### config.mk
export PLATFORM = sky130hd
export DESIGN_NAME = sa_word_ram
export DESIGN_NICKNAME = d
export VERILOG_FILES = /design/src/verilog/sa_data_pkg.sv /design/src/verilog/sa_word_ram.sv
export VERILOG_INCLUDE_DIRS = /design/src /design/src/include
export SDC_FILE = /design/constraint.sdc
export NUM_CORES = 1
export LEC_CHECK = 0
export BUFFER_PORTS_ARGS = -buffer_cell sky130_fd_sc_hd__buf_2
export CELL_PAD_IN_SITES_DETAIL_PLACEMENT = 2
export CELL_PAD_IN_SITES_GLOBAL_PLACEMENT = 2
export CORE_ASPECT_RATIO = 2
export CORE_MARGIN = 2
export CORE_UTILIZATION = 40
export DETAILED_ROUTE_END_ITERATION = 10
export PLACE_DENSITY_LB_ADDON = 0.1
export SYNTH_ARGS = -nofsm -noshare
export SYNTH_HDL_FRONTEND = slang
export SYNTH_SLANG_ARGS = --single-unit
### constraint.sdc
create_clock -name clk -period 4.2 [get_ports clk]
set_clock_uncertainty 0.15 [all_clocks]
set_input_delay 0.84 -clock clk [delete_from_list [all_inputs] [get_ports clk]]
set_output_delay 0.84 -clock clk [all_outputs]
set_load 0.01 [all_outputs]
### src/include/sa_config.svh
//////////////////////////////////////////////////
// matmul tile configuration
// sizes, widths and byte order of one 8x8 tile
//////////////////////////////////////////////////
`ifndef SA_CONFIG_SVH
`define SA_CONFIG_SVH

// tile rows and columns
`define SA_SIDE 8

// signed operand width, int8
`define SA_ELEM_BITS 8

// dma word width
`define SA_WORD_BITS 32

// accumulator width
// 8 products of 16 bits need 19 bits signed
`define SA_ACC_BITS 19

// word address width for both buffers
`define SA_BUF_AW 6

// byte order of packed words
// 1 puts lane 0 in the low byte, 0 mirrors the lanes
`define SA_LITTLE_ENDIAN 1

`endif

### src/verilog/sa_data_pkg.sv
//////////////////////////////////////////////////
// datapath types and derived sizes of the tile
//////////////////////////////////////////////////
`default_nettype none

`include "sa_config.svh"

package sa_data_pkg;

  // operand, one matrix element
  typedef logic signed [`SA_ELEM_BITS-1:0] elem_t;
  // packed dma word
  typedef logic [`SA_WORD_BITS-1:0] word_t;
  // per-cell accumulator
  typedef logic signed [`SA_ACC_BITS-1:0] acc_t;
  // element index, one past the last for counters
  typedef logic [$clog2(`SA_SIDE*`SA_SIDE+1)-1:0] elem_idx_t;
  // buffer word address
  typedef logic [`SA_BUF_AW-1:0] buf_addr_t;

  // four int8 lanes per word
  localparam int ELEMS_PER_WORD   = `SA_WORD_BITS / `SA_ELEM_BITS;
  localparam int WORDS_PER_MATRIX = (`SA_SIDE * `SA_SIDE) / ELEMS_PER_WORD;
  // a first, b right behind it
  localparam int A_BASE_WORD      = 0;
  localparam int B_BASE_WORD      = A_BASE_WORD + WORDS_PER_MATRIX;

endpackage

`default_nettype wire

### src/verilog/sa_word_ram.sv
//////////////////////////////////////////////////
// word buffer, one write port and one registered read
//////////////////////////////////////////////////
`default_nettype none

module sa_word_ram
  import sa_data_pkg::*;
#(
  parameter int  DEPTH  = 32,
  parameter type data_t = word_t
) (
  input  wire logic      clk,
  input  wire logic      we,
  input  wire buf_addr_t waddr,
  input  wire data_t     wdata,
  input  wire buf_addr_t raddr,
  output data_t          rdata
);

  // address bits actually decoded
  localparam int AW = $clog2(DEPTH);

  data_t mem [DEPTH];

  // write side
  always_ff @(posedge clk) begin
    if (we) begin
      mem[waddr[AW-1:0]] <= wdata;
    end
  end

  // read data one cycle after the address
  always_ff @(posedge clk) begin
    rdata <= mem[raddr[AW-1:0]];
  end

endmodule

`default_nettype wire

# ---- After elaboration in Yosys (flattened, before gate mapping)
# Memory sizes are Yosys's and may differ from the RTL's. A register that Yosys moved wholly into a read port is not among the register bits.
# Index checks and enable logic that the tools add are counted.
dict set report totals {
  ff_bits 0
  latchBits 0
  mem_bits_rw 1024
  rom_bits 0
  input_bits 46
  out_inout_bits 32
  word_cells 3
  mem_count 1
}
dict set report classes {
  addsub 0
  mul 0
  div 0
  order_cmp 0
  eq_ne 0
  shifts 0
  n_mux 2
  n_bitwise 0
  n_reduce_logical 0
}
# name words width rd rd_clocked_by_memory_dff wr line_no
set memory_table {}
lappend memory_table {mem 32 32 1 1 1 sa_word_ram.sv:23} ;# data_t mem [DEPTH];
# operator n
set ops {}
lappend ops {{1-bit 2-to-1 mux} 2}

# ---- Longest topological paths before layout
dict set report logic_depth {
  word_depth 2
  mapped_depth 8
  ltp_nobuf 5
}

# ---- Worst setup path after synthesis
# No wires, ideal clock.
dict set report synth_path {
  kind {input port to flip-flop}
  startpoint {input port waddr[1]}
  endpoint {memory mem[12][0] (netlist bit) (enable)}
  setup_time_ns 0.421
  arrival_time_ns 2.853
  required_time_ns 3.629
  path_slack_ns 0.776
  cell_stages 3
  path_buffers 1
  cell_sequence {or3b_2 > clkbuf_1 > nor2_1}
}
# element line_no
set synth_rtl {}
lappend synth_rtl {{start: declaration} sa_word_ram.sv:14} ;# input wire buf_addr_t waddr,
lappend synth_rtl {{end: declaration} sa_word_ram.sv:23}
# Straight into the memory's write port.

==> summary.md <==
| Metric | Value |
|---|---|
| Worst Reg-to-Reg Cells | `5` |
| Initial antenna violation count | `3` |
| Leading area contributor after synthesis | `edfxtp_1` |
| Syn Inst Count | `about 2.3k` |
| Worst hold start | `mem[27][27]$_DFFE_PP_` |
| Io pins | `between 70 and 80` |
| Layout Nets | `2,445` |
| Via count | `21.3k` |
| Crit Path Max Fanout | `45` |
| Area share of the largest cell type after synthesis | `0.760` |
| CP endpoint kind | `register` |
| H-tree Lvls | `3` |
| Syn avg cell area | `around 18 um2` |
| Core box area | `about 100,000 um2` |
| Final Util | `0.460` |
| Final min period | `between 2 and 2.5 ns` |
| # diodes | `0` |
| Most common cell after layout, fill and taps aside | `edfxtp_1` |
| Num Clock Sinks | `1,056` |
| TritonRoute pass-1 iters | `4` |
| Pins over their slew limit | `0` |
| Starting Density | `0.402` |
| #FFs+latches synth | `1,056` |
| Adder-Cell Fraction of Synth Area | `0` |
| Worst-path clk slew | `0.06 ns` |
| Die ar. | `roughly 100,000 um2` |
| Arr. time, crit path | `between 2 and 3 ns` |
| Pwr Density | `about 470 nW/um2` |
| Worst setup path category | `in -> reg` |
| Die W | `229 um` |
| # DRC | `0` |
| Most frequent cells in the layout | `edfxtp_1, mux2i_1, nand3_1` |
| Hold Fails Final Rpt | `0` |
| Cts repair resizes | `0` |
| Dominant cells by area after synthesis | `edfxtp_1, mux2i_1, a22oi_1` |
| Final Non-Filler Cells | `between 3k and 4k` |
| # Post-CTS Setup Buffers | `0` |
| Root buf cell | `clkbuf_16` |
| Port bufs | `75` |
| Vias per Instance | `approximately 5.6` |
| Hold Path End | `rdata[27]$_DFF_P_` |
| Sequential share of the synthesized area | `0.775` |
| First-pass GRT wire length | `approximately 170,000 um` |
| Setup violations, final | `0` |
| CTS Hold Buffers Added | `0` |
| Setup TNS | `0 ns` |
| Chip height | `roughly 450 um` |
| Compound-Gate Fraction of Synth Area | `0.0485` |
| CTS tree | `done` |
| Largest net degree at the start of global routing | `78` |
| Inst Count DP | `between 3k and 4k` |
| CP Data Required Time | `roughly 4.6 ns` |
| Status | `complete, no violations` |
| Hold crit path type | `reg -> reg` |
| Net Count, Synth | `approximately 2.3k` |
| Worst flop-to-flop path endpoint | `rdata[11]$_DFF_P_` |
| Dpl hpwl | `about 68,000 um` |
| Leakage | `about 16 nW` |
| Area Growth Syn to Fin | `14.5%` |
| Row count | `~170` |
| Rel. slew slack | `0.285` |
| Post-Synth Simple-Gate Area | `0.0310` |
| RSZ-0062 raised after global routing | `false` |
| Clk buf depth | `3` |
| Hold Path Depth | `4` |
| FMAX | `roughly 410 MHz` |
| Total power | `around 22 mW` |
| Wirelength per Cell | `30.7 um` |
| Routed Antenna Nets | `0` |
| Largest family of logic cells by synthesized area | `multiplexers` |
| FF-to-FF Start | `mem[2][11]$_DFFE_PP_` |
| Maxcap violations | `0` |
| Multiplexer share of the synthesized area | `0.127` |
| Final wirelength | `around 120,000 um` |
| CTS Buf Count | `94` |
| Worst-Skew Late Latency | `0.70 ns` |
| Global Route Usage Sum | `0.226` |
| Least-Margin Pin Slew | `roughly 1.1 ns` |
| CP Launch Type | `input pin` |
| XOR/XNOR share of the synthesized area | `0` |
| Mapped cell area | `approximately 40,000 um2` |
| Yosys warnings | `0` |
| Tcrit/Tclk final | `0.588` |
| VDD IR-drop max | `approximately 0.42 mV` |
| Vias in the first global route | `between 20k and 25k` |
| RePlAce Congestion | `about 0.75` |
| Hold_ws | `approximately 0.48 ns` |
| Layout cell share with drive strength beyond 1 | `0.142` |
| Gr ovfl total | `0` |
| CP startpoint | `raddr[0]` |
| R2r setup slk | `around 2.4 ns` |
| Cell variety after synth | `25` |
| Initial detailed-routing violation count | `1,459` |
## how the worst max path moves through the flow
stage	to	slack, ns	cells after the start
after floorplan	mem[12][0]$_DFFE_PP_	0.78	3
after global placement	rdata[23]$_DFF_P_	1.08	9
after detailed placement	rdata[24]$_DFF_P_	0.98	9
after CTS	rdata[8]	1.73	1
after global routing	rdata[23]$_DFF_P_	1.62	9
final	rdata[24]$_DFF_P_	1.73	9
## cell type report
cell class | instances | area (um2)
clock inverters | 52 | 596
well taps | 1336 | 1670
repair buffers | 170 | 1550
fillers | 9322 | 54400
flip-flops and latches | 1056 | 31400
clock buffers | 123 | 2550
multi-input cells | 1077 | 8610
## worst max-delay path, cell delays in order
cell,delay [ns]
buf_8,0.39
buf_12,0.28
buf_12,0.22
buf_12,0.21
mux2i_1,0.24
a22o_1,0.17
nor3_1,0.05
a31oi_1,0.25
nand3_1,0.16
## flip-flops by register name, summed over array words and instances, names as in the netlist
name / cells
rdata: 32
mem: 1024
## power breakdown
part | switching, mW | total (mW) | internal [mW]
Combinational | 0.795 | 1.17 | 0.380
Sequential | 0.0518 | 11.8 | 11.7
Clock | 3.90 | 8.99 | 5.10
Total | 4.74 | 21.9 | 17.2
## kinds of logic after synthesis
| group | Yosys count |
|---|---|
| AO/OA/AOI/OAI | 288 |
| buffers and inverters | 127 |
| flip-flops | 1056 |
| multiplexers | 512 |
| AND/OR/NAND/NOR | 277 |
## per-layer routing
metal | track usage | share of wire | vias to the layer above
li1 | - | - | 9235
met1 | 0.259 | 0.39 | 11600
met2 | 0.435 | 0.56 | 382
met3 | 0.0267 | 0.030 | 153
met4 | 0.0708 | 0.026 | 2
met5 | 0 | 0.000094 | -
## per-stage QoR
step,area (um2),setup slack (ns)
finish,46400,1.73
global route,46400,1.62
CTS,46400,1.73
detailed placement,43200,0.983
global placement,43200,1.08
floorplan,40500,0.776
## cell usage after synthesis
| cell | number |
|---|---|
| edfxtp_1 | 1024 |
| a22oi_1 | 96 |
| clkbuf_1 | 46 |
| clkbuf_4 | 2 |
| nor3_1 | 32 |
| a22o_1 | 64 |
| buf_4 | 33 |
| a21oi_1 | 96 |
| nor2_1 | 34 |
| dfxtp_1 | 32 |
| nand2b_1 | 2 |
| buf_2 | 26 |
| a31oi_1 | 32 |
| nand3_1 | 98 |
| nor2b_1 | 1 |
| nand2_1 | 98 |
| and2_1 | 1 |
| and2b_1 | 1 |
| or2_2 | 1 |
| mux2i_1 | 512 |
| nand3b_1 | 5 |
| or3_1 | 1 |
| or3b_2 | 3 |
| buf_1 | 5 |
| buf_6 | 15 |
Note: power is estimated with default switching activity, not from simulation.
