**src/include/sa_config.svh**
```systemverilog
//////////////////////////////////////////////////
// matmul tile configuration
// sizes, widths and byte order of one 8x8 tile
//////////////////////////////////////////////////
`ifndef SA_CONFIG_SVH
`define SA_CONFIG_SVH

// tile rows and columns
`define SA_SIDE 8

// signed operand width, int8
`define SA_ELEM_BITS 8

// dma word width
`define SA_WORD_BITS 32

// accumulator width
// 8 products of 16 bits need 19 bits signed
`define SA_ACC_BITS 19

// word address width for both buffers
`define SA_BUF_AW 6

// byte order of packed words
// 1 puts lane 0 in the low byte, 0 mirrors the lanes
`define SA_LITTLE_ENDIAN 1

`endif

```
**src/verilog/sa_data_pkg.sv**
```systemverilog
//////////////////////////////////////////////////
// datapath types and derived sizes of the tile
//////////////////////////////////////////////////
`default_nettype none

`include "sa_config.svh"

package sa_data_pkg;

  // operand, one matrix element
  typedef logic signed [`SA_ELEM_BITS-1:0] elem_t;
  // packed dma word
  typedef logic [`SA_WORD_BITS-1:0] word_t;
  // per-cell accumulator
  typedef logic signed [`SA_ACC_BITS-1:0] acc_t;
  // element index, one past the last for counters
  typedef logic [$clog2(`SA_SIDE*`SA_SIDE+1)-1:0] elem_idx_t;
  // buffer word address
  typedef logic [`SA_BUF_AW-1:0] buf_addr_t;

  // four int8 lanes per word
  localparam int ELEMS_PER_WORD   = `SA_WORD_BITS / `SA_ELEM_BITS;
  localparam int WORDS_PER_MATRIX = (`SA_SIDE * `SA_SIDE) / ELEMS_PER_WORD;
  // a first, b right behind it
  localparam int A_BASE_WORD      = 0;
  localparam int B_BASE_WORD      = A_BASE_WORD + WORDS_PER_MATRIX;

endpackage

`default_nettype wire

```
**src/verilog/sa_ctrl_pkg.sv**
```systemverilog
//////////////////////////////////////////////////
// sequencer phase and dma command encodings
//////////////////////////////////////////////////
`default_nettype none

package sa_ctrl_pkg;

  // sequencer phases
  typedef enum logic [2:0] {
    st_idle      = 3'd0,
    st_data_load = 3'd1,
    st_unpack_a  = 3'd2,
    st_unpack_b  = 3'd3,
    st_matmul    = 3'd4,
    st_store     = 3'd5,
    st_out       = 3'd6
  } seq_state_t;

  // start_rd_wr codes seen by the dma engines
  // a code other than none lasts one cycle
  typedef enum logic [1:0] {
    cmd_none  = 2'b00,
    cmd_read  = 2'b10,
    cmd_write = 2'b11
  } dma_cmd_t;

endpackage

`default_nettype wire

```
**src/verilog/sa_seq.sv**
```systemverilog
//////////////////////////////////////////////////
// phase sequencer
// dma commands, word count, store index and done
//////////////////////////////////////////////////
`default_nettype none

`include "sa_config.svh"

module sa_seq
  import sa_data_pkg::*;
  import sa_ctrl_pkg::*;
(
  input  wire logic clk,
  input  wire logic rstn,
  input  wire logic start,
  input  wire logic read_data_vld,
  input  wire logic wr_pull,
  input  wire logic wr_done,
  output dma_cmd_t  start_rd_wr,
  output buf_addr_t dma_cnt,
  output logic      done,
  output logic      in_we,
  output logic      unpack_a,
  output logic      unpack_b,
  input  wire logic a_done,
  input  wire logic b_done,
  output logic      run,
  input  wire logic mm_done,
  output elem_idx_t rd_idx,
  output logic      out_we,
  output buf_addr_t out_waddr
);

  // a and b words per load
  localparam int LOAD_WORDS = 2 * WORDS_PER_MATRIX;
  localparam int ELEMS      = `SA_SIDE * `SA_SIDE;

  seq_state_t state;
  logic       load_last;
  logic       store_last;

  // load closes once the count reaches 32
  assign load_last  = (state == st_data_load) && (dma_cnt == buf_addr_t'(LOAD_WORDS));
  assign store_last = (state == st_store) && (rd_idx == elem_idx_t'(ELEMS - 1));

  // dma_cnt is the input buffer write address
  assign in_we    = (state == st_data_load) && read_data_vld && !load_last;
  assign unpack_a = (state == st_unpack_a);
  assign unpack_b = (state == st_unpack_b);
  // store index doubles as output word address
  assign out_waddr = buf_addr_t'(rd_idx);

  //////////////////////////////////////////////////
  // phase register and counters
  //////////////////////////////////////////////////

  always_ff @(posedge clk or negedge rstn) begin
    if (!rstn) begin
      state       <= st_idle;
      start_rd_wr <= cmd_none;
      dma_cnt     <= '0;
      done        <= 1'b0;
      run         <= 1'b0;
      rd_idx      <= '0;
      out_we      <= 1'b0;
    end else begin
      // strobes last a single cycle
      start_rd_wr <= cmd_none;
      done        <= 1'b0;
      run         <= 1'b0;
      case (state)
        st_idle: begin
          dma_cnt <= '0;
          rd_idx  <= '0;
          if (start) begin
            start_rd_wr <= cmd_read;
            state       <= st_data_load;
          end
        end
        st_data_load: begin
          // gaps in read_data_vld hold the count
          if (load_last) begin
            dma_cnt <= '0;
            state   <= st_unpack_a;
          end else if (read_data_vld) begin
            dma_cnt <= dma_cnt + 1'b1;
          end
        end
        st_unpack_a: begin
          if (a_done) begin
            state <= st_unpack_b;
          end
        end
        st_unpack_b: begin
          if (b_done) begin
            run   <= 1'b1;
            state <= st_matmul;
          end
        end
        st_matmul: begin
          if (mm_done) begin
            rd_idx <= '0;
            out_we <= 1'b1;
            state  <= st_store;
          end
        end
        st_store: begin
          // one result word per cycle
          if (store_last) begin
            rd_idx      <= '0;
            out_we      <= 1'b0;
            start_rd_wr <= cmd_write;
            state       <= st_out;
          end else begin
            rd_idx <= rd_idx + 1'b1;
          end
        end
        st_out: begin
          if (wr_done) begin
            dma_cnt <= '0;
            done    <= 1'b1;
            state   <= st_idle;
          end else if (wr_pull) begin
            dma_cnt <= dma_cnt + 1'b1;
          end
        end
        default: begin
          state <= st_idle;
        end
      endcase
    end
  end

endmodule

`default_nettype wire

```
**config.mk**
```make
export PLATFORM = sky130hd
export DESIGN_NAME = sa_seq
export DESIGN_NICKNAME = d
export VERILOG_FILES = /design/src/verilog/sa_data_pkg.sv /design/src/verilog/sa_ctrl_pkg.sv /design/src/verilog/sa_seq.sv
export VERILOG_INCLUDE_DIRS = /design/src /design/src/include
export SDC_FILE = /design/constraint.sdc
export NUM_CORES = 1
export LEC_CHECK = 0
export ABC_AREA = 1
export BUFFER_PORTS_ARGS = -buffer_cell sky130_fd_sc_hd__buf_2
export CORE_ASPECT_RATIO = 0.9
export CORE_UTILIZATION = 44
export CTS_CLUSTER_DIAMETER = 50
export DETAILED_ROUTE_END_ITERATION = 8
export PLACE_DENSITY_LB_ADDON = 0.1
export SLEW_MARGIN = 40
export SYNTH_ARGS = -nofsm -noshare
export SYNTH_HDL_FRONTEND = slang
export SYNTH_SLANG_ARGS = --single-unit
```
**constraint.sdc**
```tcl
create_clock -name clk -period 1.7 [get_ports clk]
set_input_delay 0.085 -clock clk [delete_from_list [all_inputs] [get_ports clk]]
set_output_delay 0.085 -clock clk [all_outputs]
set_load 0.03 [all_outputs]
```
[Yosys cells after proc, flatten, opt, wreduce, memory -nomap -nowiden]
Cells that the tools add are included.
Storage, ports and cells
  register bits: 21
  input bits: 9
  output and inout port bits: 27
  logic and storage cells: 65
Operators by class
  $add $sub $neg: 2
  eq/ne operators: 17
  multiplexer cells: 26
  reductions and logical operators: 13
Operators with widths (count)
  6-bit two-way mux: 4
  3-bit two-way mux: 7
  3-bit one-hot mux with 7 select lines: 1
  7-bit one-hot mux with 3 select lines: 1
  6-bit one-hot mux with 3 select lines: 1
  7-bit two-way mux: 2
  2-bit inequality test, second input constant: 5
  3-bit equality test, second input constant: 3
  7-bit by 1-bit adder with 7-bit output, second input constant: 1
  7-bit by 6-bit equality test with 1-bit output, second input constant: 1
  7-bit AND reduction: 1
  6-bit by 1-bit adder with 6-bit output, second input constant: 1
  3-bit by 2-bit equality test with 1-bit output, second input constant: 2
  6-bit equality test, second input constant: 1
  1-bit two-way mux: 6
  3-bit inequality test, second input constant: 2
  3-bit AND reduction: 2
  3-bit nonzero test: 2
  1-bit logical AND: 4
  2-bit two-way mux: 2
  2-bit by 1-bit inequality test with 1-bit output, second input constant: 2
  2-bit one-hot mux with 2 select lines: 1
  3-bit by 1-bit equality test with 1-bit output, second input constant: 1
  3-bit zero test: 1
  4 further kinds: 4

[Depth between registers and ports, before layout]
  depth after elaboration: 4
  depth in mapped cells: 11
  gate-level depth less buffers: 11

[Worst setup path before layout]
Ideal clock, no wire load.
  path type: reg2out
  start: register dma_cnt[0]
  end: output port in_we
  arrival: 1.561 ns
  required time: 1.615 ns
  slack: 0.054 ns
  cell stages (with the launch flop): 8
  buffers on the path: 0
  cells stage by stage: dfrtp_1 inv_1 ha_1 nand2_1 inv_1 nand3_1 nand2_4 nor2_1
Between the ends
  longest elaborated chain between the ends: 4
RTL lines
  start: declaration: RTL line sa_seq.sv:20  | output buf_addr_t dma_cnt,
  start signal: assignment: RTL line sa_seq.sv:86  | dma_cnt <= dma_cnt + 1'b1;
  start signal: assignment: RTL line sa_seq.sv:124  | dma_cnt <= dma_cnt + 1'b1;
  6-bit equality test: RTL line sa_seq.sv:43  | assign load_last = (state == st_data_load) && (dma_cnt == buf_addr_t'(LOAD_WORDS));
  1-bit logical AND: RTL line sa_seq.sv:43
  1-bit zero test: RTL line sa_seq.sv:47  | assign in_we = (state == st_data_load) && read_data_vld && !load_last;
  1-bit logical AND: RTL line sa_seq.sv:47
  end: declaration: RTL line sa_seq.sv:22  | output logic in_we,
No other way between the ends.

[Final worst setup path]
  start: register state[2]
  end: output port in_we
Between the ends
  longest elaborated chain between the ends: 4
  elaborated cells between the ends (all ways): 5
  classes of those cells: eq/ne: 1; reduce/logical: 4
RTL lines
  start: declaration: RTL line sa_seq.sv:38  | seq_state_t state;
  start signal: assignment: RTL line sa_seq.sv:59  | state <= st_idle;
  start signal: assignment: RTL line sa_seq.sv:77  | state <= st_data_load;
  start signal: assignment: RTL line sa_seq.sv:84  | state <= st_unpack_a;
  3-bit by 1-bit equality test with 1-bit output *: RTL line sa_seq.sv:43, sa_seq.sv:47
  1-bit logical AND: RTL line sa_seq.sv:43
  1-bit zero test: RTL line sa_seq.sv:47
  1-bit logical AND *: RTL line sa_seq.sv:47
Mark *: on every way between the ends. The rest lies on a longest branch, timed or not.

==> run summary <==
Tot GR Track Use = 17.8%
WHS = 0.0264 ns
Antenna cells = 0
Final max-slew violation count = 0
Global placer's final weighted congestion = 0.815
Fin crit share = 93.1%
Cells after DPL = 250
Worst setup margin = 0.118 ns
Vias in the first global route = 1093
Core Area = 3090 sq um
TNS Setup = 0 ns
Synth warnings = 0
Setup crit start = state[2]
Layout Cells excl Fill = 259
Clk_skew = 0.0108 ns
Die Area = 3490 sq um
Avg Inst Size Synth = 7.89 sq um
Initial antenna violation count = 0
Max Cap Viol = 0
Req. time, crit path = 1.62 ns
F_max = 0.632 GHz
Post-synth EDFFs = 0
DR vias = 1231
Measured slew at the worst slew-check pin = 0.485 ns
GR Overflow Total = 0
TritonCTS Buffers = 3
ANT nets after route = 0
Yosys cell types = 29
Crit Path Category = flop to output port
Worst path cell trace = inv_4 -> nand3_4 -> inv_2 -> nand2_4 -> nor2_1 -> buf_4
Post-synth top area share = 36.6%
Post-synthesis sequential area ratio = 36.6%
CTS Root Cell = clkbuf_4
Hold Path Class = primary input to flop
Die height = 56.2 um
Core Rows = 19
DR WL/cell = 11.2 um
Detail Placement HPWL = 2180 um
First-pass iteration count of the detailed router = 4
Largest cells by area after synthesis = dfrtp_1, nand2_1, nand3_1, nand3_2, inv_1
Leakage power = 0.960 nW
Post-synth top flop = dfrtp_1
Fin. Hold Viols = 0
Clock-pin slew on the worst setup and hold paths = 0.12 ns
Largest stage delay, worst path = 0.53 ns
I/O pin cnt = 36
First-pass GRT wire length = 4830 um
Arrival @ worst endpoint = 1.50 ns
VDD IR-drop max = 912 uV
Port Buffer Count = 35
Residual DRC = 0
Synth area leader = dfrtp_1
Pin count of the biggest net entering global routing = 22
Syn Std Cell Area = 1440 sq um
H-tree depth = 1
Initial Util = 46.4%
Initial detailed-routing violation count = 51
Register bit count reported by yosys = 21
Crit-path max FO = 10
Layout cells sized above 1 = 36.9%
Synth Instances = 182
Status = finished, final reports clean
Slew HR = 67.7%
FILL cells = 319
Placement Setup Slack = 0.145 ns
Ys async rst share = 100%
CP Launch Type = flop
CTS tree = yes
Setup violations, final = 0
Synth Net Count = 194
Worst-case clock buffer depth = 2
Total clock sinks = 21
Slowest CP cell = dfrtp_2
DR vias/cell = 4.75
Die X = 62.2 um
Routed WL = 2890 um
Min-delay src = wr_done
Latest clock arrival within the worst-skew pair = 0.32 ns
Pwr dens = 1340 nW/um^2
P&R area growth vs syn = 16.0%
Fin crit period = 1.58 ns
Final nets = 230
R2r startpoint = rd_idx[0]
Worst setup EP type = output port
==> report_power, final <==
| part | internal (mW) | switching [mW] |
|---|---|---|
| clock | 0.0880 | 0.164 |
| sequential | 0.584 | 0.178 |
| combinational | 0.419 | 0.803 |
| total | 1.09 | 1.14 |
==> worst max-delay path, delay by kind of cell (launching register included) <==
kind                   cells  cell delay, ns
buffers and inverters      3            0.42
flip-flops                 1            0.53
AND/OR/NAND/NOR            3            0.26
==> layout make-up <==
| cell class | instances | area (sq um) | area share (%) |
|---|---|---|---|
| multi-input combinational | 125 | 727 | 43.7 |
| sequential | 21 | 529 | 31.8 |
| timing repair buffer | 40 | 220 | 13.2 |
| inverter | 27 | 109 | 6.54 |
| tap | 42 | 52.6 | 3.16 |
| clock buffer | 3 | 22.5 | 1.35 |
| clock inverter | 1 | 5.00 | 0.301 |
==> placed cells by master, fill, tap and decap left out <==
cell,instances
nand2_1,42
buf_2,34
nand3_1,18
dfrtp_1,18
inv_1,16
nor2_1,15
inv_2,7
nand3_2,7
nand2_2,6
a21oi_1,4
o21ai_0,4
buf_4,4
inv_4,3
nor2_2,3
nand2_4,3
o21ai_1,3
ha_1,3
clkbuf_4,3
dfrtp_2,3
nor2_4,2
nand3_4,2
xor2_1,2
xnor2_1,2
nand4_1,2
nand3b_1,2
dlygate4sd3_1,2
clkinv_1,1
nor2_8,1
o22ai_1,1
a21oi_2,1
o21a_1,1
a21boi_0,1
clkinv_2,1
==> kinds of logic after synthesis <==
kind of cell	synth area share, %
AND/OR/NAND/NOR	39.3
buffers and inverters	13.1
flip-flops	36.6
AO/OA/AOI/OAI	5.93
XOR/XNOR	2.44
adder cells (fa/ha/maj)	2.62
==> final timing paths <==
path	endpoint	slack, ns	cells past startpoint
worst max-delay path	in_we	0.12	6
worst min-delay path	done	0.03	3
worst max register to register	state[2]	0.19	9
worst min register to register	out_we	0.51	2
max in group asynchronous	state[2]	1.09	2
min in group asynchronous	rd_idx[3]	0.24	2
==> metal layers <==
metal | track usage [%] | routed length (um)
met1 | 23.9 | 1470
met2 | 28.1 | 1270
met3 | 2.66 | 99
met4 | 8.64 | 48
met5 | 0 | 0
==> synthesized netlist by cell type (3+ instances only) <==
master and number:
buf_6 3, a21oi_1 4, inv_2 7, inv_4 3, nand2_1 42, nand2_2 6, o21ai_0 4, dfrtp_1 21
nor2_2 3, ha_1 3, nand3_1 19, nand2_4 3, nor2_1 15, o21ai_1 3, nand3_2 6, buf_4 6
inv_1 16
==> repair_timing <==
item / CTS / global route
endpoints found under the hold margin: 22 / 0
resized for setup: 3 / 3
setup buffers: 2 / 1
hold buffers: 2 / 0
endpoints found under the setup margin: 1 / 1
cloned: 0 / 0
==> sequential cells by signal, summed over array words and instances, names as in the netlist <==
register and flops:
dma_cnt 6, done 1, out_we 1, rd_idx 7, run 1, start_rd_wr 2
state 3
==> metrics by stage <==
step / utilization (%) / power (mW) / instance area (sq um)
after floorplan: - / 1.77 / 1440
after global placement: 51.3 / 1.95 / 1580
after detailed placement: 51.3 / 1.96 / 1580
after CTS: 53.4 / 2.24 / 1650
after global routing: 53.9 / 2.43 / 1670
final: 53.9 / 2.24 / 1670
No activity file was read; power rests on OpenSTA's default activity.
