## config.mk

```make
export PLATFORM = sky130hd
export DESIGN_NAME = sa_operand_regs
export DESIGN_NICKNAME = d
export VERILOG_FILES = /design/src/verilog/sa_data_pkg.sv /design/src/verilog/sa_operand_regs.sv
export VERILOG_INCLUDE_DIRS = /design/src /design/src/include
export SDC_FILE = /design/constraint.sdc
export NUM_CORES = 1
export LEC_CHECK = 0
export ABC_AREA = 1
export ABC_CLOCK_PERIOD_IN_PS = 14000
export BUFFER_PORTS_ARGS = -buffer_cell sky130_fd_sc_hd__buf_4
export CORE_AREA = 2 2 414 416
export CTS_BUF_LIST = sky130_fd_sc_hd__clkbuf_4
export CTS_CLUSTER_SIZE = 30
export DETAILED_ROUTE_END_ITERATION = 8
export DIE_AREA = 0 0 416 418
export GPL_TIMING_DRIVEN = 0
export RECOVER_POWER = 50
export SYNTH_ARGS = -nofsm -noshare
export SYNTH_HDL_FRONTEND = slang
export SYNTH_SLANG_ARGS = --single-unit
export TNS_END_PERCENT = 30
```

## constraint.sdc

```tcl
create_clock -name clk -period 14 [get_ports clk]
set_clock_uncertainty 0.1 [all_clocks]
set_input_delay 0.7 -clock clk [delete_from_list [all_inputs] [get_ports clk]]
set_output_delay 0.7 -clock clk [all_outputs]
set_load 0.005 [all_outputs]
```

## src/include/sa_config.svh

```systemverilog
//////////////////////////////////////////////////
// matmul tile configuration
// sizes, widths and byte order of one 8x8 tile
//////////////////////////////////////////////////
`ifndef SA_CONFIG_SVH
`define SA_CONFIG_SVH

// tile rows and columns
`define SA_SIDE 8

// signed operand width, int8
`define SA_ELEM_BITS 8

// dma word width
`define SA_WORD_BITS 32

// accumulator width
// 8 products of 16 bits need 19 bits signed
`define SA_ACC_BITS 19

// word address width for both buffers
`define SA_BUF_AW 6

// byte order of packed words
// 1 puts lane 0 in the low byte, 0 mirrors the lanes
`define SA_LITTLE_ENDIAN 1

`endif

```

## src/verilog/sa_data_pkg.sv

```systemverilog
//////////////////////////////////////////////////
// datapath types and derived sizes of the tile
//////////////////////////////////////////////////
`default_nettype none

`include "sa_config.svh"

package sa_data_pkg;

  // operand, one matrix element
  typedef logic signed [`SA_ELEM_BITS-1:0] elem_t;
  // packed dma word
  typedef logic [`SA_WORD_BITS-1:0] word_t;
  // per-cell accumulator
  typedef logic signed [`SA_ACC_BITS-1:0] acc_t;
  // element index, one past the last for counters
  typedef logic [$clog2(`SA_SIDE*`SA_SIDE+1)-1:0] elem_idx_t;
  // buffer word address
  typedef logic [`SA_BUF_AW-1:0] buf_addr_t;

  // four int8 lanes per word
  localparam int ELEMS_PER_WORD   = `SA_WORD_BITS / `SA_ELEM_BITS;
  localparam int WORDS_PER_MATRIX = (`SA_SIDE * `SA_SIDE) / ELEMS_PER_WORD;
  // a first, b right behind it
  localparam int A_BASE_WORD      = 0;
  localparam int B_BASE_WORD      = A_BASE_WORD + WORDS_PER_MATRIX;

endpackage

`default_nettype wire

```

## src/verilog/sa_operand_regs.sv

```systemverilog
//////////////////////////////////////////////////
// operand unpack, buffered words into a rows and b columns
//////////////////////////////////////////////////
`default_nettype none

`include "sa_config.svh"

module sa_operand_regs
  import sa_data_pkg::*;
(
  input  wire logic  clk,
  input  wire logic  rstn,
  input  wire logic  unpack_a,
  input  wire logic  unpack_b,
  output buf_addr_t  raddr,
  input  wire word_t rdata,
  output logic       a_done,
  output logic       b_done,
  output elem_t      a_row [`SA_SIDE][`SA_SIDE],
  output elem_t      b_col [`SA_SIDE][`SA_SIDE]
);

  localparam int ELEMS  = `SA_SIDE * `SA_SIDE;
  localparam int LANE_W = $clog2(ELEMS_PER_WORD);

  elem_idx_t         k;
  elem_idx_t         k_d;
  logic [LANE_W-1:0] lane_raw;
  logic [LANE_W-1:0] lane;
  elem_t             lane_byte;
  logic              wr_en;

  //////////////////////////////////////////////////
  // element counter
  //////////////////////////////////////////////////

  // k issues the read, k_d follows the data
  always_ff @(posedge clk or negedge rstn) begin
    if (!rstn) begin
      k   <= '0;
      k_d <= '0;
    end else begin
      k_d <= k;
      if (a_done || b_done) begin
        k <= '0;
      end else if (unpack_a || unpack_b) begin
        k <= k + 1'b1;
      end else begin
        k <= '0;
      end
    end
  end

  // element 63 lands in the last cycle of the phase
  assign a_done = unpack_a && (k == elem_idx_t'(ELEMS));
  assign b_done = unpack_b && (k == elem_idx_t'(ELEMS));

  // base plus k/4
  assign raddr = buf_addr_t'((unpack_b ? B_BASE_WORD : A_BASE_WORD) + k / ELEMS_PER_WORD);

  //////////////////////////////////////////////////
  // lane pick and register write
  //////////////////////////////////////////////////

  // lane order flips for big-endian words
  always_comb begin
    lane_raw = LANE_W'(k_d % ELEMS_PER_WORD);
    if (`SA_LITTLE_ENDIAN != 0) begin
      lane = lane_raw;
    end else begin
      lane = LANE_W'(ELEMS_PER_WORD - 1) - lane_raw;
    end
  end

  assign lane_byte = elem_t'(rdata[lane*`SA_ELEM_BITS +: `SA_ELEM_BITS]);

  // nothing pending in the first cycle of a phase
  assign wr_en = (unpack_a || unpack_b) && (k != '0);

  always_ff @(posedge clk) begin
    // a row-major, row k/8 column k%8
    if (wr_en && unpack_a) begin
      a_row[k_d / `SA_SIDE][k_d % `SA_SIDE] <= lane_byte;
    end
    // b transposed, column k%8 position k/8
    if (wr_en && unpack_b) begin
      b_col[k_d % `SA_SIDE][k_d / `SA_SIDE] <= lane_byte;
    end
  end

endmodule

`default_nettype wire

```

# After elaboration in Yosys (flattened, before gate mapping)
# Cells that the tools add are included.
totals:
  ff_bits: 1038
  out_inout_bits: 1032
  wordCells: 163
op_classes:
  n_addsub: 2
  magnitude_cmp: 4
  eq_ne: 1
  n_shift: 1
  mux: 13
  n_bitwise: 2
  reduce_logical: 10
ops:
  columns: ["op", "n"]
  rows:
  - ["$bwmux W512", 2]
  - ["$demux W64 S3", 2]
  - ["$mux W64", 2]
  - ["$ge A33 B4 Y1 const B", 2]
  - ["$lt A33 B1 Y1 const B", 2]
  - ["$demux W8 S3", 2]
  - ["$not A3 Y33", 1]
  - ["$not A4 Y33", 1]
  - ["$shiftx A32 B6 Y8", 1]
  - ["$mux W8", 2]
  - ["$mux W7", 2]
  - ["$add A7 B1 Y7 const B", 1]
  - ["$eq A7 B7 Y1 const B", 1]
  - ["$logic_and A1 B1 Y1", 7]
  - ["$reduce_bool A7 Y1", 1]
  - ["$add A5 B5 Y6", 1]
  - ["$mux W5", 1]
  - ["$logic_or A1 B1 Y1", 2]

# Depth between registers and ports, before layout
depth:
  ltp_word: 8
  mapped_depth: 8
  depth_no_buf: 7

# Least setup slack after synthesis
# Ideal clock, no wire load.
synth_timing:
  path_kind: "reg2reg"
  startpoint: "register k_d[0]"
  endpoint: "register a_row[101] (netlist name), data pin"
  arrival_time_ps: 4515
  t_required_ps: 13003
  setup_slack_ps: 8488
  path_stages_with_launch: 6
  n_path_buf: 2
  path_cell_list: "dfrtp_1 -> inv_2 -> buf_2 -> buf_2 -> o21ai_0 -> o22ai_1"
synth_via:
  elab_cells_between_ends: 10
  cone_classes: "order compare (2); shift (1); mux (5); bitwise (1); reduce/logical (1)"
synth_rtl:
  columns: ["item", "line_no", "rtl"]
  rows:
  - ["start, declared", "sa_operand_regs.sv:27", "elem_idx_t k_d;"]
  - ["start signal, assigned", "sa_operand_regs.sv:43", "k_d <= k;"]
  - ["$shiftx A32 B6 Y8", "sa_operand_regs.sv:75", "assign lane_byte = elem_t'(rdata[lane*`SA_ELEM_BITS +: `SA_ELEM_BITS]);"]
  - ["net lane_byte[5]", "sa_operand_regs.sv:30", "elem_t lane_byte;"]
  - ["$bwmux W512", "sa_operand_regs.sv:83", "a_row[k_d / `SA_SIDE][k_d % `SA_SIDE] <= lane_byte;"]
  - ["end signal, assigned by index", "sa_operand_regs.sv:83", null]
  - ["end, declared", "sa_operand_regs.sv:19", "output elem_t a_row [`SA_SIDE][`SA_SIDE],"]
# The timed path passes the listed nets, and every way through them passes these cells.
# A chain may end at the register's enable or synchronous reset.

# Final worst setup path
layout_timing:
  startpoint: "register k_d[0]"
  endpoint: "register b_col[140] (netlist name), data pin"
layout_via:
  elab_cells_between_ends: 8
  cone_classes: "order compare (2); shift (1); mux (3); bitwise (1); reduce/logical (1)"
layout_rtl:
  columns: ["item", "line_no", "rtl"]
  rows:
  - ["$shiftx A32 B6 Y8", "sa_operand_regs.sv:75", null]
  - ["net lane_byte[4]", "sa_operand_regs.sv:30", null]
  - ["$bwmux W512", "sa_operand_regs.sv:87", "b_col[k_d % `SA_SIDE][k_d / `SA_SIDE] <= lane_byte;"]
  - ["end signal, assigned by index", "sa_operand_regs.sv:87", null]
  - ["end, declared", "sa_operand_regs.sv:20", "output elem_t b_col [`SA_SIDE][`SA_SIDE]"]
# The timed path passes the listed nets, and every way through them passes these cells.

==> results.md <==
- The run finished, with violations left.
- The checks that failed: capacitance limit, slew limit.
- The achievable clock frequency is 155 MHz.
- STA classifies the critical path endpoint as a flip-flop.
- The terminus of the critical flop-to-flop path is b_col[140].
- Setup violations remaining at the end of the flow were counted as 0.
- The number of standard-cell rows in the floorplan is 151.
- From synthesis to final layout, the design area changed by 41.3%.
- The floorplan step defined a die boundary enclosing 174,000 sq um.
- Summed over all cells, the static leakage comes to 15.9 nW.
- The portion of total power attributed to sequential cells is 51.3%.
- The worst slack after detailed placement is 10.24 ns.
- The count of endpoints failing hold in the final timing report is 0.
- The count of H-tree levels built during CTS is 5.
- The most critical setup path has its endpoint at b_col[140].
- Dividing the detail-routed via count by the number of cells gives 3.78.
- In this run the power spent charging and discharging nets is 2.15 mW.
- Sorting the synthesized cells by area gives the leading types as sky130_fd_sc_hd__edfxtp_1, sky130_fd_sc_hd__nor2_1, sky130_fd_sc_hd__dfrtp_1, sky130_fd_sc_hd__nand2_1, sky130_fd_sc_hd__buf_2.
- Counting tap cells, the placed design contains a total of 4,722 instances.
- The synthesis warning total is 0.
- The path class of the lowest-slack min-delay path is reg2reg.
- The via count of the first global-routing pass is 19,677.
- The total number of clock tree sinks is 1,038.
- In this run, the number of DRC markers left after iteration 0 of detailed routing was 1,446.
- The number of antenna violations at the first check in global routing is 7.
- The count of state elements after synthesis is 1,038.
- The post-detailed-placement half-perimeter wirelength is 91.8 mm.
- The wire length of the first global-routing pass is 166 mm.
- The synthesized netlist net count is 1,419.
- Counting every instance in the synthesized netlist gives 1,380.
- Input and output buffers added on the ports amount to 1,067.
- The tree is rooted in a sky130_fd_sc_hd__clkbuf_4.
- The number of standard cells in the layout, taps in and fillers out is 5,208.
- The share of layout cells above drive strength 1 is 38.2%.
- Internal power comes to 5.47 mW.
- The starting density of the core is 19.3%.
- The maximum net fanout on the critical path is 26.
- In this run, the clock network consumes 34.8% of the power.
- For the worst flop-to-flop path, the logic depth is 8.
- The count of final max-slew check failures is 400.
- Counting the buffers created by CTS gives 288.
- In the routed design, unresolved DRC markers number 0.
- The cell area power density is 166 nW/um^2.
- The number of library cell types mapped by synthesis is 19.
- The vertical die dimension is 418 microns.
- The share of synthesized area in the top cell type comes to 94.3%.
- Setup repair after global routing left no endpoint under its margin.
- The setup check on the worst reg-to-reg path leaves a slack of 7.54 ns.
- The kind of critical path is reg2reg.
- The mapped netlist covers 32,600 sq um.
- The post-route antenna net violation count is 0.
- Once routing completed, OpenROAD measured the worst setup slack at 7.54 ns.
- For this run, the detailed router's first-pass iteration total came to 5.
- The overall fraction of global-route tracks in use is 14.1%.
- The final wirelength is 129 mm.
- The core region is 169,000 sq um.
- In the finished design, the share of the clock period the worst path needs comes to 46.1%.
- The insertion delay to the later sink of the worst-skew pair is 1.21 ns.
- The deepest clock path buffer count is 4.
- The tool flagged a number of max-cap violations equal to 17.
- Global routing finished with a remaining overflow of 0.
- The arrival time at the worst endpoint is 7.11 ns.
- Routability-driven placement finished with a final weighted congestion of 0.798.
- In this run the count of I/O pins placed on the die edge is 1,068.
- The transition time at the pin with the least slew margin is 1.77 ns.
- The number of nets in the layout is 2,863.
- Detailed routing inserted a total of 19,694 vias.
- The worst flop-to-flop path startpoint is k_d[0].
- IR analysis of the VDD net gives a maximum drop of 0.106 mV.
- Entering global routing, the biggest net connects 29 pins.
- TritonCTS built the clock tree.
- The minimum period implied by the final worst setup slack is 6.46 ns.
- From left edge to right edge, the die measures 416 microns.
- In this run the mean area of a mapped cell was 23.6 sq um.
- The number of setup buffers added after CTS is 0.
- The fraction of the yosys area taken by sequential cells is 95.4%.
- The headroom to the max-slew limit is -18.2%.
- The library cell occupying the most area in the post-synthesis netlist is sky130_fd_sc_hd__edfxtp_1.
- After detailed routing, the average wire length per cell comes to 24.7 microns.
- Of the total power, the share spent switching nets is 28.2%.
- The startpoint of the worst setup timing path is k_d[0].
- The worst setup path is launched from a flip-flop.
- The endpoint required time on the critical path is 14.65 ns.
- The clock-pin slew on the worst setup and hold paths is 0.06 ns.
- The combinational cell fraction of total power is 13.9%.
[Yosys cell counts (all sizes together)]
master,instances
xor2,2
buf,22
nor2,167
o21ai,17
ha,3
xnor2,1
dfrtp,14
nor3,10
edfxtp,1024
nand2,80
nand3,10
inv,22
o22ai,8
[state kept, by name, summed over array words and instances, names as in the netlist]
signal / count
k_d: 7
k: 7
a_row: 512
b_col: 512
[metrics by stage]
step	setup TNS, ns	instance area [sq um]	total power, mW	utilization, %	hold slack [ns]
after global placement	-92.14	43400	5.23	25.7	0.322
after CTS	0	48300	7.91	28.6	0.0174
final	0	46100	7.63	27.2	0.333
after detailed placement	0	44700	5.20	26.4	0.320
after floorplan	0	32600	4.36	-	0.298
after global routing	0	46100	7.93	27.2	0.238
[final cells by class]
class / instances / area, sq um
Timing Repair Buffer: 1154 / 7270
Buffer: 22 / 120
Multi-Input combinational cell: 298 / 1350
Inverter: 22 / 82.6
Tap cell: 2218 / 2780
Sequential cell: 1038 / 31100
Fill cell: 17329 / 123000
Clock buffer: 405 / 3040
Antenna cell: 6 / 15.0
Clock inverter: 45 / 309
[worst max-delay path, cell delays in order (launching register included)]
cell and delay [ns]:
sky130_fd_sc_hd__dfrtp_1 0.45, sky130_fd_sc_hd__inv_1 0.18, sky130_fd_sc_hd__clkbuf_1 0.59, sky130_fd_sc_hd__clkbuf_1 0.42
sky130_fd_sc_hd__nor2_1 0.07, sky130_fd_sc_hd__o22ai_1 0.63, sky130_fd_sc_hd__clkbuf_1 1.14, sky130_fd_sc_hd__clkbuf_1 1.15
sky130_fd_sc_hd__clkbuf_1 1.17
[power by group through the flow]
stage / combinational (mW) / sequential, mW / clock (mW)
2_1_floorplan: 0.308 / 4.05 / 0
3_3_place_gp: 0.956 / 4.27 / 0
3_5_place_dp: 1.25 / 3.95 / 0
4_1_cts: 1.29 / 3.89 / 2.73
5_1_grt: 1.12 / 3.92 / 2.89
6_report: 1.06 / 3.91 / 2.65
[repair_timing]
action	CTS	global route
hold buffers	30	0
gates resized for setup	0	0
hold endpoints to repair	108	0
[metal layers]
layer	vias up	part of all wire, %	track usage (%)
li1	8368	-	-
met1	9969	37	15.6
met2	1107	53	24.7
met3	246	7.2	4.38
met4	4	3.2	6.26
met5	-	0.021	0
[cell families after synthesis]
kind of cell | Yosys count | synth area share (%)
DFF | 1038 | 95.4
xor gates and xnor gates | 3 | 0.0806
and+or+nand+nor | 267 | 3.39
adders and majority gates | 3 | 0.115
buffers and inverters | 44 | 0.629
AOI/OAI and AO/OA | 25 | 0.414
[worst min path at each step]
stage | start | to | slack [ns] | cells past startpoint
after detailed placement | k[1] | k_d[1] | 0.32 | 0
after floorplan | rstn | k[0] | 0.30 | 0
after CTS | rdata[22] | b_col[414] | 0.02 | 3
final | k[1] | k_d[1] | 0.33 | 0
after global placement | k[1] | k_d[1] | 0.32 | 0
after global routing | unpack_b | k[5] | 0.24 | 4
[cell usage in the layout, fill, tap and decap left out, types with 21 or more instances in the layout]
cell / netlist / layout
sky130_fd_sc_hd__dlygate4sd3_1: 0 / 30
sky130_fd_sc_hd__nor2_1: 165 / 150
sky130_fd_sc_hd__edfxtp_1: 1024 / 1024
sky130_fd_sc_hd__inv_1: 20 / 21
sky130_fd_sc_hd__buf_4: 5 / 238
sky130_fd_sc_hd__clkinv_1: 0 / 27
sky130_fd_sc_hd__nand2_1: 79 / 79
sky130_fd_sc_hd__clkbuf_4: 0 / 820
sky130_fd_sc_hd__clkbuf_1: 0 / 454
No activity file was read; power rests on OpenSTA's default activity.
